### config.mk
export PLATFORM = sky130hd
export DESIGN_NAME = fm_mmr
export DESIGN_NICKNAME = d
export VERILOG_FILES = /design/src/fm_regs_pkg.sv /design/src/fm_clk_div.sv /design/src/fm_bus_decode.sv /design/src/fm_chan_regs.sv /design/src/fm_chan_scan.sv /design/src/fm_mmr.sv
export SDC_FILE = /design/constraint.sdc
export NUM_CORES = 1
export LEC_CHECK = 0
export ABC_AREA = 0
export BUFFER_PORTS_ARGS = -buffer_cell sky130_fd_sc_hd__clkbuf_2
export CAP_MARGIN = 30
export CORE_AREA = 8 8 149 151
export CTS_CLUSTER_SIZE = 25
export DETAILED_ROUTE_END_ITERATION = 10
export DIE_AREA = 0 0 157 159
export PLACE_DENSITY = 0.84
export SYNTH_ARGS = -nofsm -noshare
export SYNTH_HDL_FRONTEND = slang
export SYNTH_SLANG_ARGS = --single-unit
### constraint.sdc
create_clock -name clk -period 2.3 [get_ports clk]
set_input_delay 0.345 -clock clk [delete_from_list [all_inputs] [get_ports clk]]
set_output_delay 0.345 -clock clk [all_outputs]
set_load 0.01 [all_outputs]
### src/fm_regs_pkg.sv
// FM register map definitions
package fm_regs_pkg;

    localparam int NUM_CH = 6;

    // Timer registers
    localparam logic [7:0] REG_TIMER_A_HI = 8'h24;
    localparam logic [7:0] REG_TIMER_A_LO = 8'h25;
    localparam logic [7:0] REG_TIMER_B    = 8'h26;
    localparam logic [7:0] REG_TIMER_CTL  = 8'h27;

    // Prescaler commands ignore the data byte
    localparam logic [7:0] REG_CLK_N6 = 8'h2D;
    localparam logic [7:0] REG_CLK_N3 = 8'h2E;
    localparam logic [7:0] REG_CLK_N2 = 8'h2F;

    // Channel group bases, offset in the low two bits
    localparam logic [7:0] REG_FNUM_LO = 8'hA0;
    localparam logic [7:0] REG_FNUM_HI = 8'hA4;
    localparam logic [7:0] REG_FB_ALG  = 8'hB0;
    localparam logic [7:0] REG_PAN     = 8'hB4;

    localparam int BUSY_ENABLES = 32; // Synth enables per data write

    localparam int FNUM_W  = 11;
    localparam int BLOCK_W = 3;
    localparam int FB_W    = 3;
    localparam int ALG_W   = 3;
    localparam int PMS_W   = 3;
    localparam int AMS_W   = 2;
    localparam int RL_W    = 2;

    // cen pulses per synth enable for each div_setting
    localparam int DIV_RATIO_11 = 6;
    localparam int DIV_RATIO_10 = 3;
    localparam int DIV_RATIO_01 = 3;
    localparam int DIV_RATIO_00 = 2;

    // One data byte decoded two ways
    typedef union packed {
        struct packed {
            logic [1:0]       pad;
            logic [FB_W-1:0]  fb;
            logic [ALG_W-1:0] alg;
        } fb_alg;
        struct packed {
            logic [RL_W-1:0]  rl;
            logic [AMS_W-1:0] ams;
            logic             pad;
            logic [PMS_W-1:0] pms;
        } pan_view;
    } chan_byte_u;

    typedef enum logic [1:0] {
        FIELD_NONE   = 2'd0,
        FIELD_FREQ   = 2'd1,
        FIELD_FB_ALG = 2'd2,
        FIELD_PAN    = 2'd3
    } chan_field_e;

endpackage

### src/fm_clk_div.sv
// Synth clock prescaler
module fm_clk_div (
    input  logic       clk,
    input  logic       rst,
    input  logic       cen,
    input  logic [1:0] div_setting,
    output logic       clk_en
);

    logic [2:0] cnt;
    logic [2:0] ratio;
    logic [1:0] last_setting; // Detects a new setting

    always_comb begin
        case (div_setting)
            2'b11:   ratio = 3'(fm_regs_pkg::DIV_RATIO_11);
            2'b10:   ratio = 3'(fm_regs_pkg::DIV_RATIO_10);
            2'b01:   ratio = 3'(fm_regs_pkg::DIV_RATIO_01);
            default: ratio = 3'(fm_regs_pkg::DIV_RATIO_00);
        endcase
    end

    always_ff @(posedge clk) begin
        if (rst) begin
            cnt          <= 3'd0;
            clk_en       <= 1'b0;
            last_setting <= 2'b11;
        end else begin
            clk_en <= 1'b0;
            if (div_setting != last_setting) begin
                // Restart the count on a new ratio
                cnt          <= 3'd0;
                last_setting <= div_setting;
            end else if (cen) begin
                if (cnt == ratio - 3'd1) begin
                    cnt    <= 3'd0;
                    clk_en <= 1'b1;
                end else begin
                    cnt <= cnt + 3'd1;
                end
            end
        end
    end

    // Enable is a single cycle pulse for any real division
    a_clk_en_pulse: assert property (
        @(posedge clk) disable iff (rst)
        (clk_en && ratio > 3'd1) |=> !clk_en
    );

endmodule

### src/fm_bus_decode.sv
// Host bus register decoder
module fm_bus_decode (
    input  logic                      clk,
    input  logic                      rst,
    input  logic [7:0]                din,
    input  logic                      write,
    input  logic [1:0]                addr,
    input  logic                      clk_en,
    output logic                      busy,
    output logic [1:0]                div_setting,
    output logic [9:0]                value_a,
    output logic [7:0]                value_b,
    output logic                      load_a,
    output logic                      load_b,
    output fm_regs_pkg::chan_field_e  wr_field,
    output logic [2:0]                wr_ch,
    output fm_regs_pkg::chan_byte_u   wr_byte,
    output logic [13:0]               wr_freq
);

    logic [7:0] sel_reg;    // Selected register
    logic       part;       // Channels 3 to 5 when set
    logic [5:0] fnum_latch; // Block and fnum[10:8] shared by all channels
    logic       old_write;
    logic [4:0] busy_cnt;
    logic       data_wr;
    logic       data_rise;
    logic [7:0] grp;        // Channel group base of sel_reg
    logic       ch_slot_ok; // Offset 3 has no channel

    assign data_wr    = write && addr[0];
    assign data_rise  = data_wr && !old_write;
    assign grp        = {sel_reg[7:2], 2'b00};
    assign ch_slot_ok = sel_reg[1:0] != 2'b11;

    always_ff @(posedge clk) begin
        if (rst) begin
            sel_reg     <= 8'h00;
            part        <= 1'b0;
            div_setting <= 2'b11;
            value_a     <= 10'd0;
            value_b     <= 8'd0;
            load_a      <= 1'b0;
            load_b      <= 1'b0;
            fnum_latch  <= 6'd0;
            wr_field    <= fm_regs_pkg::FIELD_NONE;
        end else begin
            wr_field <= fm_regs_pkg::FIELD_NONE; // One cycle strobe
            if (write && !addr[0]) begin
                sel_reg <= din;
                part    <= addr[1];
            end else if (data_wr) begin
                case (sel_reg)
                    fm_regs_pkg::REG_TIMER_A_HI: value_a[9:2] <= din;
                    fm_regs_pkg::REG_TIMER_A_LO: value_a[1:0] <= din[1:0];
                    fm_regs_pkg::REG_TIMER_B:    value_b <= din;
                    fm_regs_pkg::REG_TIMER_CTL:  {load_b, load_a} <= din[1:0];
                    fm_regs_pkg::REG_CLK_N6:     div_setting[1] <= 1'b1;
                    fm_regs_pkg::REG_CLK_N3:     div_setting[0] <= 1'b1;
                    fm_regs_pkg::REG_CLK_N2:     div_setting <= 2'b00;
                    default: ;
                endcase
                if (ch_slot_ok) begin
                    case (grp)
                        fm_regs_pkg::REG_FNUM_HI: fnum_latch <= din[5:0];
                        fm_regs_pkg::REG_FNUM_LO: wr_field <= fm_regs_pkg::FIELD_FREQ;
                        fm_regs_pkg::REG_FB_ALG:  wr_field <= fm_regs_pkg::FIELD_FB_ALG;
                        fm_regs_pkg::REG_PAN:     wr_field <= fm_regs_pkg::FIELD_PAN;
                        default: ;
                    endcase
                end
            end
        end
    end

    // Write payload qualified by wr_field
    always_ff @(posedge clk) begin
        if (data_wr) begin
            wr_ch   <= {1'b0, sel_reg[1:0]} + (part ? 3'd3 : 3'd0);
            wr_byte <= din;
            wr_freq <= {fnum_latch, din}; // Latch joined with low byte
        end
    end

    always_ff @(posedge clk) begin
        if (rst) begin
            old_write <= 1'b0;
            busy      <= 1'b0;
            busy_cnt  <= 5'd0;
        end else begin
            old_write <= data_wr;
            if (data_rise) begin
                busy     <= 1'b1;
                busy_cnt <= 5'd0;
            end else if (clk_en && busy) begin
                if (busy_cnt == 5'(fm_regs_pkg::BUSY_ENABLES - 1)) begin
                    busy <= 1'b0;
                end
                busy_cnt <= busy_cnt + 5'd1;
            end
        end
    end

    // Slots only decode channels that exist
    a_wr_ch_range: assert property (
        @(posedge clk) disable iff (rst)
        (wr_field != fm_regs_pkg::FIELD_NONE) |-> (wr_ch < 3'(fm_regs_pkg::NUM_CH))
    );

endmodule

### src/fm_chan_regs.sv
// Per-channel register slot
module fm_chan_regs #(
    parameter logic [2:0] CH_IDX = 3'd0
) (
    input  logic                                clk,
    input  logic                                rst,
    input  fm_regs_pkg::chan_field_e            wr_field,
    input  logic [2:0]                          wr_ch,
    input  fm_regs_pkg::chan_byte_u             wr_byte,
    input  logic [13:0]                         wr_freq,
    output logic [fm_regs_pkg::FNUM_W-1:0]      fnum,
    output logic [fm_regs_pkg::BLOCK_W-1:0]     block,
    output logic [fm_regs_pkg::FB_W-1:0]        fb,
    output logic [fm_regs_pkg::ALG_W-1:0]       alg,
    output logic [fm_regs_pkg::RL_W-1:0]        rl,
    output logic [fm_regs_pkg::AMS_W-1:0]       ams,
    output logic [fm_regs_pkg::PMS_W-1:0]       pms
);

    logic hit;

    assign hit = wr_ch == CH_IDX; // This slot is addressed

    always_ff @(posedge clk) begin
        if (rst) begin
            fnum  <= '0;
            block <= '0;
            fb    <= '0;
            alg   <= '0;
            rl    <= '0;
            ams   <= '0;
            pms   <= '0;
        end else if (hit) begin
            case (wr_field)
                fm_regs_pkg::FIELD_FREQ: begin
                    {block, fnum} <= wr_freq;
                end
                fm_regs_pkg::FIELD_FB_ALG: begin
                    fb  <= wr_byte.fb_alg.fb;
                    alg <= wr_byte.fb_alg.alg;
                end
                fm_regs_pkg::FIELD_PAN: begin
                    // Output enables sit in the top bits
                    rl  <= wr_byte.pan_view.rl;
                    ams <= wr_byte.pan_view.ams;
                    pms <= wr_byte.pan_view.pms;
                end
                default: ;
            endcase
        end
    end

endmodule

### src/fm_chan_scan.sv
// Channel parameter scanner
module fm_chan_scan (
    input  logic                                clk,
    input  logic                                rst,
    input  logic                                clk_en,
    input  logic [fm_regs_pkg::FNUM_W-1:0]      fnum  [fm_regs_pkg::NUM_CH],
    input  logic [fm_regs_pkg::BLOCK_W-1:0]     block [fm_regs_pkg::NUM_CH],
    input  logic [fm_regs_pkg::FB_W-1:0]        fb    [fm_regs_pkg::NUM_CH],
    input  logic [fm_regs_pkg::ALG_W-1:0]       alg   [fm_regs_pkg::NUM_CH],
    input  logic [fm_regs_pkg::RL_W-1:0]        rl    [fm_regs_pkg::NUM_CH],
    input  logic [fm_regs_pkg::AMS_W-1:0]       ams   [fm_regs_pkg::NUM_CH],
    input  logic [fm_regs_pkg::PMS_W-1:0]       pms   [fm_regs_pkg::NUM_CH],
    output logic [2:0]                          cur_ch,
    output logic [fm_regs_pkg::FNUM_W-1:0]      cur_fnum,
    output logic [fm_regs_pkg::BLOCK_W-1:0]     cur_block,
    output logic [fm_regs_pkg::FB_W-1:0]        cur_fb,
    output logic [fm_regs_pkg::ALG_W-1:0]       cur_alg,
    output logic [fm_regs_pkg::RL_W-1:0]        cur_rl,
    output logic [fm_regs_pkg::AMS_W-1:0]       cur_ams,
    output logic [fm_regs_pkg::PMS_W-1:0]       cur_pms
);

    logic [2:0] next_ch;

    // Wrap after the last channel
    assign next_ch = (cur_ch == 3'(fm_regs_pkg::NUM_CH - 1)) ? 3'd0 : cur_ch + 3'd1;

    always_ff @(posedge clk) begin
        if (rst) begin
            cur_ch    <= 3'd0;
            cur_fnum  <= '0;
            cur_block <= '0;
            cur_fb    <= '0;
            cur_alg   <= '0;
            cur_rl    <= '0;
            cur_ams   <= '0;
            cur_pms   <= '0;
        end else if (clk_en) begin
            // Fields follow the channel they are loaded with
            cur_ch    <= next_ch;
            cur_fnum  <= fnum[next_ch];
            cur_block <= block[next_ch];
            cur_fb    <= fb[next_ch];
            cur_alg   <= alg[next_ch];
            cur_rl    <= rl[next_ch];
            cur_ams   <= ams[next_ch];
            cur_pms   <= pms[next_ch];
        end
    end

    a_cur_ch_range: assert property (
        @(posedge clk) disable iff (rst)
        clk_en |=> (cur_ch < 3'(fm_regs_pkg::NUM_CH))
    );

endmodule

### src/fm_mmr.sv
// FM register front end top level
module fm_mmr (
    input  logic                                clk,
    input  logic                                rst,
    input  logic                                cen,
    input  logic [7:0]                          din,
    input  logic                                write,
    input  logic [1:0]                          addr,
    output logic                                clk_en,
    output logic                                busy,
    output logic [9:0]                          value_a,
    output logic [7:0]                          value_b,
    output logic                                load_a,
    output logic                                load_b,
    output logic [2:0]                          cur_ch,
    output logic [fm_regs_pkg::FNUM_W-1:0]      cur_fnum,
    output logic [fm_regs_pkg::BLOCK_W-1:0]     cur_block,
    output logic [fm_regs_pkg::FB_W-1:0]        cur_fb,
    output logic [fm_regs_pkg::ALG_W-1:0]       cur_alg,
    output logic [fm_regs_pkg::RL_W-1:0]        cur_rl,
    output logic [fm_regs_pkg::AMS_W-1:0]       cur_ams,
    output logic [fm_regs_pkg::PMS_W-1:0]       cur_pms
);

    logic [1:0]                 div_setting;
    fm_regs_pkg::chan_field_e   wr_field;
    logic [2:0]                 wr_ch;
    fm_regs_pkg::chan_byte_u    wr_byte;
    logic [13:0]                wr_freq;

    // Stored fields of every slot
    logic [fm_regs_pkg::FNUM_W-1:0]  ch_fnum  [fm_regs_pkg::NUM_CH];
    logic [fm_regs_pkg::BLOCK_W-1:0] ch_block [fm_regs_pkg::NUM_CH];
    logic [fm_regs_pkg::FB_W-1:0]    ch_fb    [fm_regs_pkg::NUM_CH];
    logic [fm_regs_pkg::ALG_W-1:0]   ch_alg   [fm_regs_pkg::NUM_CH];
    logic [fm_regs_pkg::RL_W-1:0]    ch_rl    [fm_regs_pkg::NUM_CH];
    logic [fm_regs_pkg::AMS_W-1:0]   ch_ams   [fm_regs_pkg::NUM_CH];
    logic [fm_regs_pkg::PMS_W-1:0]   ch_pms   [fm_regs_pkg::NUM_CH];

    fm_clk_div clk_div_i (
        .clk         (clk),
        .rst         (rst),
        .cen         (cen),
        .div_setting (div_setting),
        .clk_en      (clk_en)
    );

    fm_bus_decode bus_decode_i (
        .clk         (clk),
        .rst         (rst),
        .din         (din),
        .write       (write),
        .addr        (addr),
        .clk_en      (clk_en),
        .busy        (busy),
        .div_setting (div_setting),
        .value_a     (value_a),
        .value_b     (value_b),
        .load_a      (load_a),
        .load_b      (load_b),
        .wr_field    (wr_field),
        .wr_ch       (wr_ch),
        .wr_byte     (wr_byte),
        .wr_freq     (wr_freq)
    );

    for (genvar i = 0; i < fm_regs_pkg::NUM_CH; i++) begin : g_slot
        fm_chan_regs #(
            .CH_IDX (3'(i))
        ) chan_regs_i (
            .clk      (clk),
            .rst      (rst),
            .wr_field (wr_field),
            .wr_ch    (wr_ch),
            .wr_byte  (wr_byte),
            .wr_freq  (wr_freq),
            .fnum     (ch_fnum[i]),
            .block    (ch_block[i]),
            .fb       (ch_fb[i]),
            .alg      (ch_alg[i]),
            .rl       (ch_rl[i]),
            .ams      (ch_ams[i]),
            .pms      (ch_pms[i])
        );
    end

    fm_chan_scan chan_scan_i (
        .clk       (clk),
        .rst       (rst),
        .clk_en    (clk_en),
        .fnum      (ch_fnum),
        .block     (ch_block),
        .fb        (ch_fb),
        .alg       (ch_alg),
        .rl        (ch_rl),
        .ams       (ch_ams),
        .pms       (ch_pms),
        .cur_ch    (cur_ch),
        .cur_fnum  (cur_fnum),
        .cur_block (cur_block),
        .cur_fb    (cur_fb),
        .cur_alg   (cur_alg),
        .cur_rl    (cur_rl),
        .cur_ams   (cur_ams),
        .cur_pms   (cur_pms)
    );

endmodule

-- Yosys cells after proc, flatten, opt, wreduce, memory -nomap -nowiden
Cells that the tools add are included.
- add/subtract/negate cells: 5
- $lt $le $gt $ge: 1
- eq/ne operators: 27
- mux-type cells: 32
- bitwise logic cells: 5
- reductions and logical operators: 42
- operator list (cell ; count):
    == test 8 x 6 -> 1 bit, second input constant ; 7
    AND reduction 2 bit ; 19
    binary-select mux 3 bit (select 3 bit) ; 4
    binary-select mux 11 bit (select 3 bit) ; 1
    2-to-1 mux 3 bit ; 10
    == test 6 bit, second input constant ; 4
    2-to-1 mux 11 bit ; 2
    AND reduction 3 bit ; 6
    binary-select mux 2 bit (select 3 bit) ; 2
    2-to-1 mux 2 bit ; 5
    == test 3 bit, second input constant ; 3
    == test 2 bit, second input constant ; 4
    nonzero test 2 bit ; 4
    adder 3 x 1 -> 3 bit, second input constant ; 2
    == test 3 x 2 -> 1 bit, second input constant ; 2
    case mux 2 bit (3 select lines) ; 1
    case mux 3 bit (2 select lines) ; 1
    OR reduction 2 bit ; 3
    adder 5 x 1 -> 5 bit, second input constant ; 1
    == test 5 bit, second input constant ; 1
    == test 2 x 1 -> 1 bit, second input constant ; 2
    >= comparator 4 bit, second input constant ; 1
    logical AND 1 bit ; 4
    2-to-1 mux 1 bit ; 4
    14 further kinds ; 19
- flip-flop bits (word level): 269
- output and inout port bits: 52
- logic and storage cells: 182

-- Depth between registers and ports, before layout
- depth in word-level cells: 6
- depth in mapped cells: 7
- mapped depth without buffers: 6

-- Cells and area by module
A second synthesis with hierarchy kept.
- cells, all modules: 1194
- area, all modules: 12324.3 um^2
- modules (own cells, without submodules) (module ; instances ; cells an instance ; area each (um^2) ; sequential area each (um^2)):
    fm_bus_decode ; 1 ; 231 ; 2549.9 ; 1431.4
    fm_chan_regs at g_slot[1].chan_regs_i ... ; 2 ; 116 ; 1209.9 ; 540.5
    fm_chan_scan ; 1 ; 242 ; 2232.1 ; 600.6
    fm_chan_regs at g_slot[3].chan_regs_i ; 1 ; 115 ; 1216.2 ; 540.5
    fm_chan_regs at g_slot[4].chan_regs_i ; 1 ; 116 ; 1213.7 ; 540.5
    fm_chan_regs at g_slot[0].chan_regs_i ; 1 ; 116 ; 1211.2 ; 540.5
    fm_chan_regs at g_slot[5].chan_regs_i ; 1 ; 117 ; 1202.4 ; 540.5
    fm_clk_div ; 1 ; 25 ; 279.0 ; 120.1

-- Worst setup path before layout
Ideal clock, no wire load.
- path kind: flip-flop to flip-flop
- start: register bus_decode_i.wr_ch[1]
- end: register g_slot[0].chan_regs_i.block[0] (netlist bit)
- setup time: 0.132 ns
- arrival: 1.438 ns
- required time: 2.168 ns
- setup slack: 0.729 ns
- cell stages (with the launch flop): 6
- buffers on the path: 1
- period minus slack after synthesis: 1.571 ns
- cells stage by stage: edfxtp_1 > nor3_2 > nand2_1 > clkbuf_1 > nand2_1 > a21oi_1
- cells in the longest elaborated chain, start to end: 2
- ends and longest elaborated chain (element ; line ; RTL):
    start, declared ; fm_bus_decode.sv:16 ; output logic [2:0] wr_ch,
    start signal, assigned ; fm_bus_decode.sv:79 ; wr_ch <= {1'b0, sel_reg[1:0]} + (part ? 3'd3 : 3'd0);
    zero test 3 bit ; fm_chan_regs.sv:22 ; assign hit = wr_ch == CH_IDX;
    AND reduction 2 bit (no source line) ; n/a ;
    end signal, assigned ; fm_chan_regs.sv:36 ; {block, fnum} <= wr_freq;
    end, declared ; fm_chan_regs.sv:12 ; output logic [fm_regs_pkg::BLOCK_W-1:0] block,
Every way passes these cells.
A chain may end at the register's enable or synchronous reset.

-- Worst setup path after layout
- start: register bus_decode_i.wr_ch[2]
- end: register g_slot[3].chan_regs_i.block[2] (netlist bit)
- cells in the longest elaborated chain, start to end: 2
- ends and longest elaborated chain (element ; line):
    == test 3 x 2 -> 1 bit ; fm_chan_regs.sv:22
    AND reduction 2 bit (no source line) ; n/a
    end signal, assigned ; fm_chan_regs.sv:36
    end, declared ; fm_chan_regs.sv:12
Every way passes these cells.

==> reports/results.ini <==
[synthesis]
synth_compound_area_share_pct = 14.7
synth_top_cell_by_area = dfxtp_1
synth_cell_types = 53
synth_top_family_by_area = simple AND/OR/NAND/NOR gates
synth_edf_count = 17
dominantRegCellSynth = dfxtp_1
async_reset_ff_share_pct = 0
netlist.area_leader.share_pct = 45.5
syn_inst = 1200
ys_ff_latch = 261
yosys-top-cells-area = dfxtp_1 (46%), nand2_1 (7.8%), mux2i_1 (7.0%)
synth_mux_area_share_pct = 9.09
yosys.area_share.simple_pct = 20.3
syn-cell-area_mm2 = 0.0107
ys_seq_area_share_pct = 50.3
syn-num-nets = 1220
syn_area_per_cell_um2 = 8.94
synthAdderAreaFrac_pct = 0.769
synth_xor_area_share_pct = 0.816
ys.warnings.count = 0

[finish]
drive_above_1_share_pct = 16.0
nNetsFinal = 1245
largest_register_ffs = 66
nFillCells = 1623
syn2layout_area_growth_pct = 12.8
largest-register = g_slot.chan_regs_i.fnum
n_antenna_cell = 0
instances_no_fill = 1515

[global_route]
grt_max_degree = 97
grt_pass1_wl_um = 44500
grt.overflow.total = 0
antenna_found_initial = 0
grtUsageTotal_pct = 21.6
grt_pass1_vias = 8769

[place]
place_inst = 1467
port_buffers = 65
place_congestion = 0.845
dp_hpwl_um = 17600
pre_cts_ws_ns = 0.427

[sta]
tns_ns = 0
finalHoldViolations = 0
rsz0062_at_grt = no
fin_ws_ns = 0.327
timing.slew.headroom_pct = 37.3
fmax_mhz = 507
slew_viol_final = 0
setup_viol = 0
finClkSkew_ns = 0.00831
worst_pin_slew_ns = 0.934
fin_crit_sh_pct = 85.8
fin_crit_ns = 1.97

[die]
core-area_mm2 = 0.0198
rows = 52
die_h_um = 159
start_util_pct = 54.1
dieWidth_um = 157
dieArea_mm2 = 0.0250
ioPinCount = 66

[setup_path]
crit_arrival_ns = 2.37
crit_type = register to register
path_max_fanout = 14
slowest_stage = or2_2
r2r_cells = 4
worstPathRequired_ns = 2.70
slowest_delay_ns = 0.60
end_kind = register
r2r_start = bus_decode_i.wr_ch[2]
cp-start-kind = register
path_cells = nand3b_1, or2_2, nand2_1, a21oi_1
startpoint = bus_decode_i.wr_ch[2]

[hold_path]
hold_path_class = primary input to register
hold_depth = 1
hold_start = din[3]

[detailed_routing]
drtIter0Drc = 798
wl_per_cell_um = 18.3
drt_first_pass_iters = 9
num_vias = 8932
wirelength_um = 27700
detail_route.vias_per_cell = 5.90
antenna_left = 0
drc = 0

[outcome]
status = finished, final reports clean

[cts]
ctsHoldBuffers = 0
numCtsBuffers = 26
post_cts_buffers = 0
htree_levels = 1
cts_tree = yes
clock_latency_ns = 0.52
cts_max_path_buffers = 3
cts.sinks = 261
cts.repair.resized = 0
path_clk_slew_ns = 0.06
clockRootBuffer = clkbuf_16

[run]
maxCapViolCount = 0

[pwr]
leakage_nw = 4.44
powerDensity_mw_per_mm2 = 754
ir_drop_mv = 0.717

-- layout make-up --
| cell class | instances | area (µm²) | area share, % |
|---|---|---|---|
| flip-flops and latches | 261 | 5400 | 44.6 |
| clock inverters | 9 | 72.6 | 0.600 |
| inverters | 2 | 7.51 | 0.0620 |
| well taps | 270 | 338 | 2.79 |
| clock buffers | 39 | 791 | 6.53 |
| repair buffers | 98 | 592 | 4.89 |
| multi-input cells | 836 | 4900 | 40.5 |
-- layout by cell type (no fill, tap or decap), types with 9 or more instances in the layout --
master / netlist / layout
clkbuf_2: 0 / 64
a221oi_1: 17 / 17
nand3b_1: 9 / 9
buf_4: 1 / 32
o221a_2: 17 / 17
mux2_2: 20 / 20
nor2_1: 74 / 74
nand2_1: 222 / 222
dfxtp_1: 244 / 242
o21ai_0: 30 / 30
a21oi_1: 147 / 147
nand2b_1: 32 / 32
clkbuf_16: 0 / 27
nor3_1: 17 / 17
a22oi_1: 24 / 24
edfxtp_1: 17 / 17
nand3_1: 75 / 75
mux2i_1: 75 / 75
-- synth_stat cells, drive strengths merged (10+ instances only) --
library cell and instances:
nor3 21, dfxtp 244, o221a 17, buf 29
nor2 75, a221oi 17, a21oi 147, clkbuf 72
o21ai 31, nand2 222, nand3b 10, edfxtp 17
mux2i 75, a22oi 24, nand3 76, mux2 20
nand2b 32
-- metal layers --
layer,track usage (%),up-vias,part of all wire [%]
li1,-,4217,-
met1,29.0,4225,42
met2,33.9,442,46
met3,4.32,48,9.9
met4,7.74,0,2.1
met5,0,-,0
-- worst paths after layout --
check / endpoint / slack [ns]
worst max-delay path: g_slot[3].chan_regs_i.block[2] / 0.33
worst min-delay path: bus_decode_i.wr_freq[3] / 0.05
worst max register to register: g_slot[3].chan_regs_i.block[2] / 0.33
worst min register to register: bus_decode_i.wr_freq[12] / 0.43
-- critical path: cells and delay by family, from the launching register on --
kind            cells  cell delay [ns]
compound gates      1             0.08
flops               1             0.50
simple gates        3             1.26
-- metrics by stage --
step	power [mW]	instance area, µm²	util (%)	hold WS [ns]
global placement	4.98	11200	56.6	0.413
detailed placement	4.98	11200	56.6	0.424
finish	9.12	12100	61.0	0.0480
global route	9.37	12100	61.0	0.0453
CTS	9.14	12100	61.0	0.0434
floorplan	4.89	10700	-	0.409
-- power by group --
part           total (mW)  switching [mW]  internal, mW
Clock                4.23            1.75          2.48
Sequential           4.68          0.0830          4.60
Combinational       0.208           0.142        0.0661
Total                9.12            1.97          7.15
-- cell families (layout without fill, tap and decap cells) --
| family | after synthesis | after routing |
|---|---|---|
| adders and majority gates | 6 | 6 |
| DFF | 261 | 261 |
| muxes | 95 | 95 |
| xor gates and xnor gates | 10 | 10 |
| and+or+nand+nor | 468 | 468 |
| buffers and inverters | 103 | 148 |
| AOI/OAI and AO/OA | 257 | 257 |
Note: power is estimated with default switching activity, not from simulation.
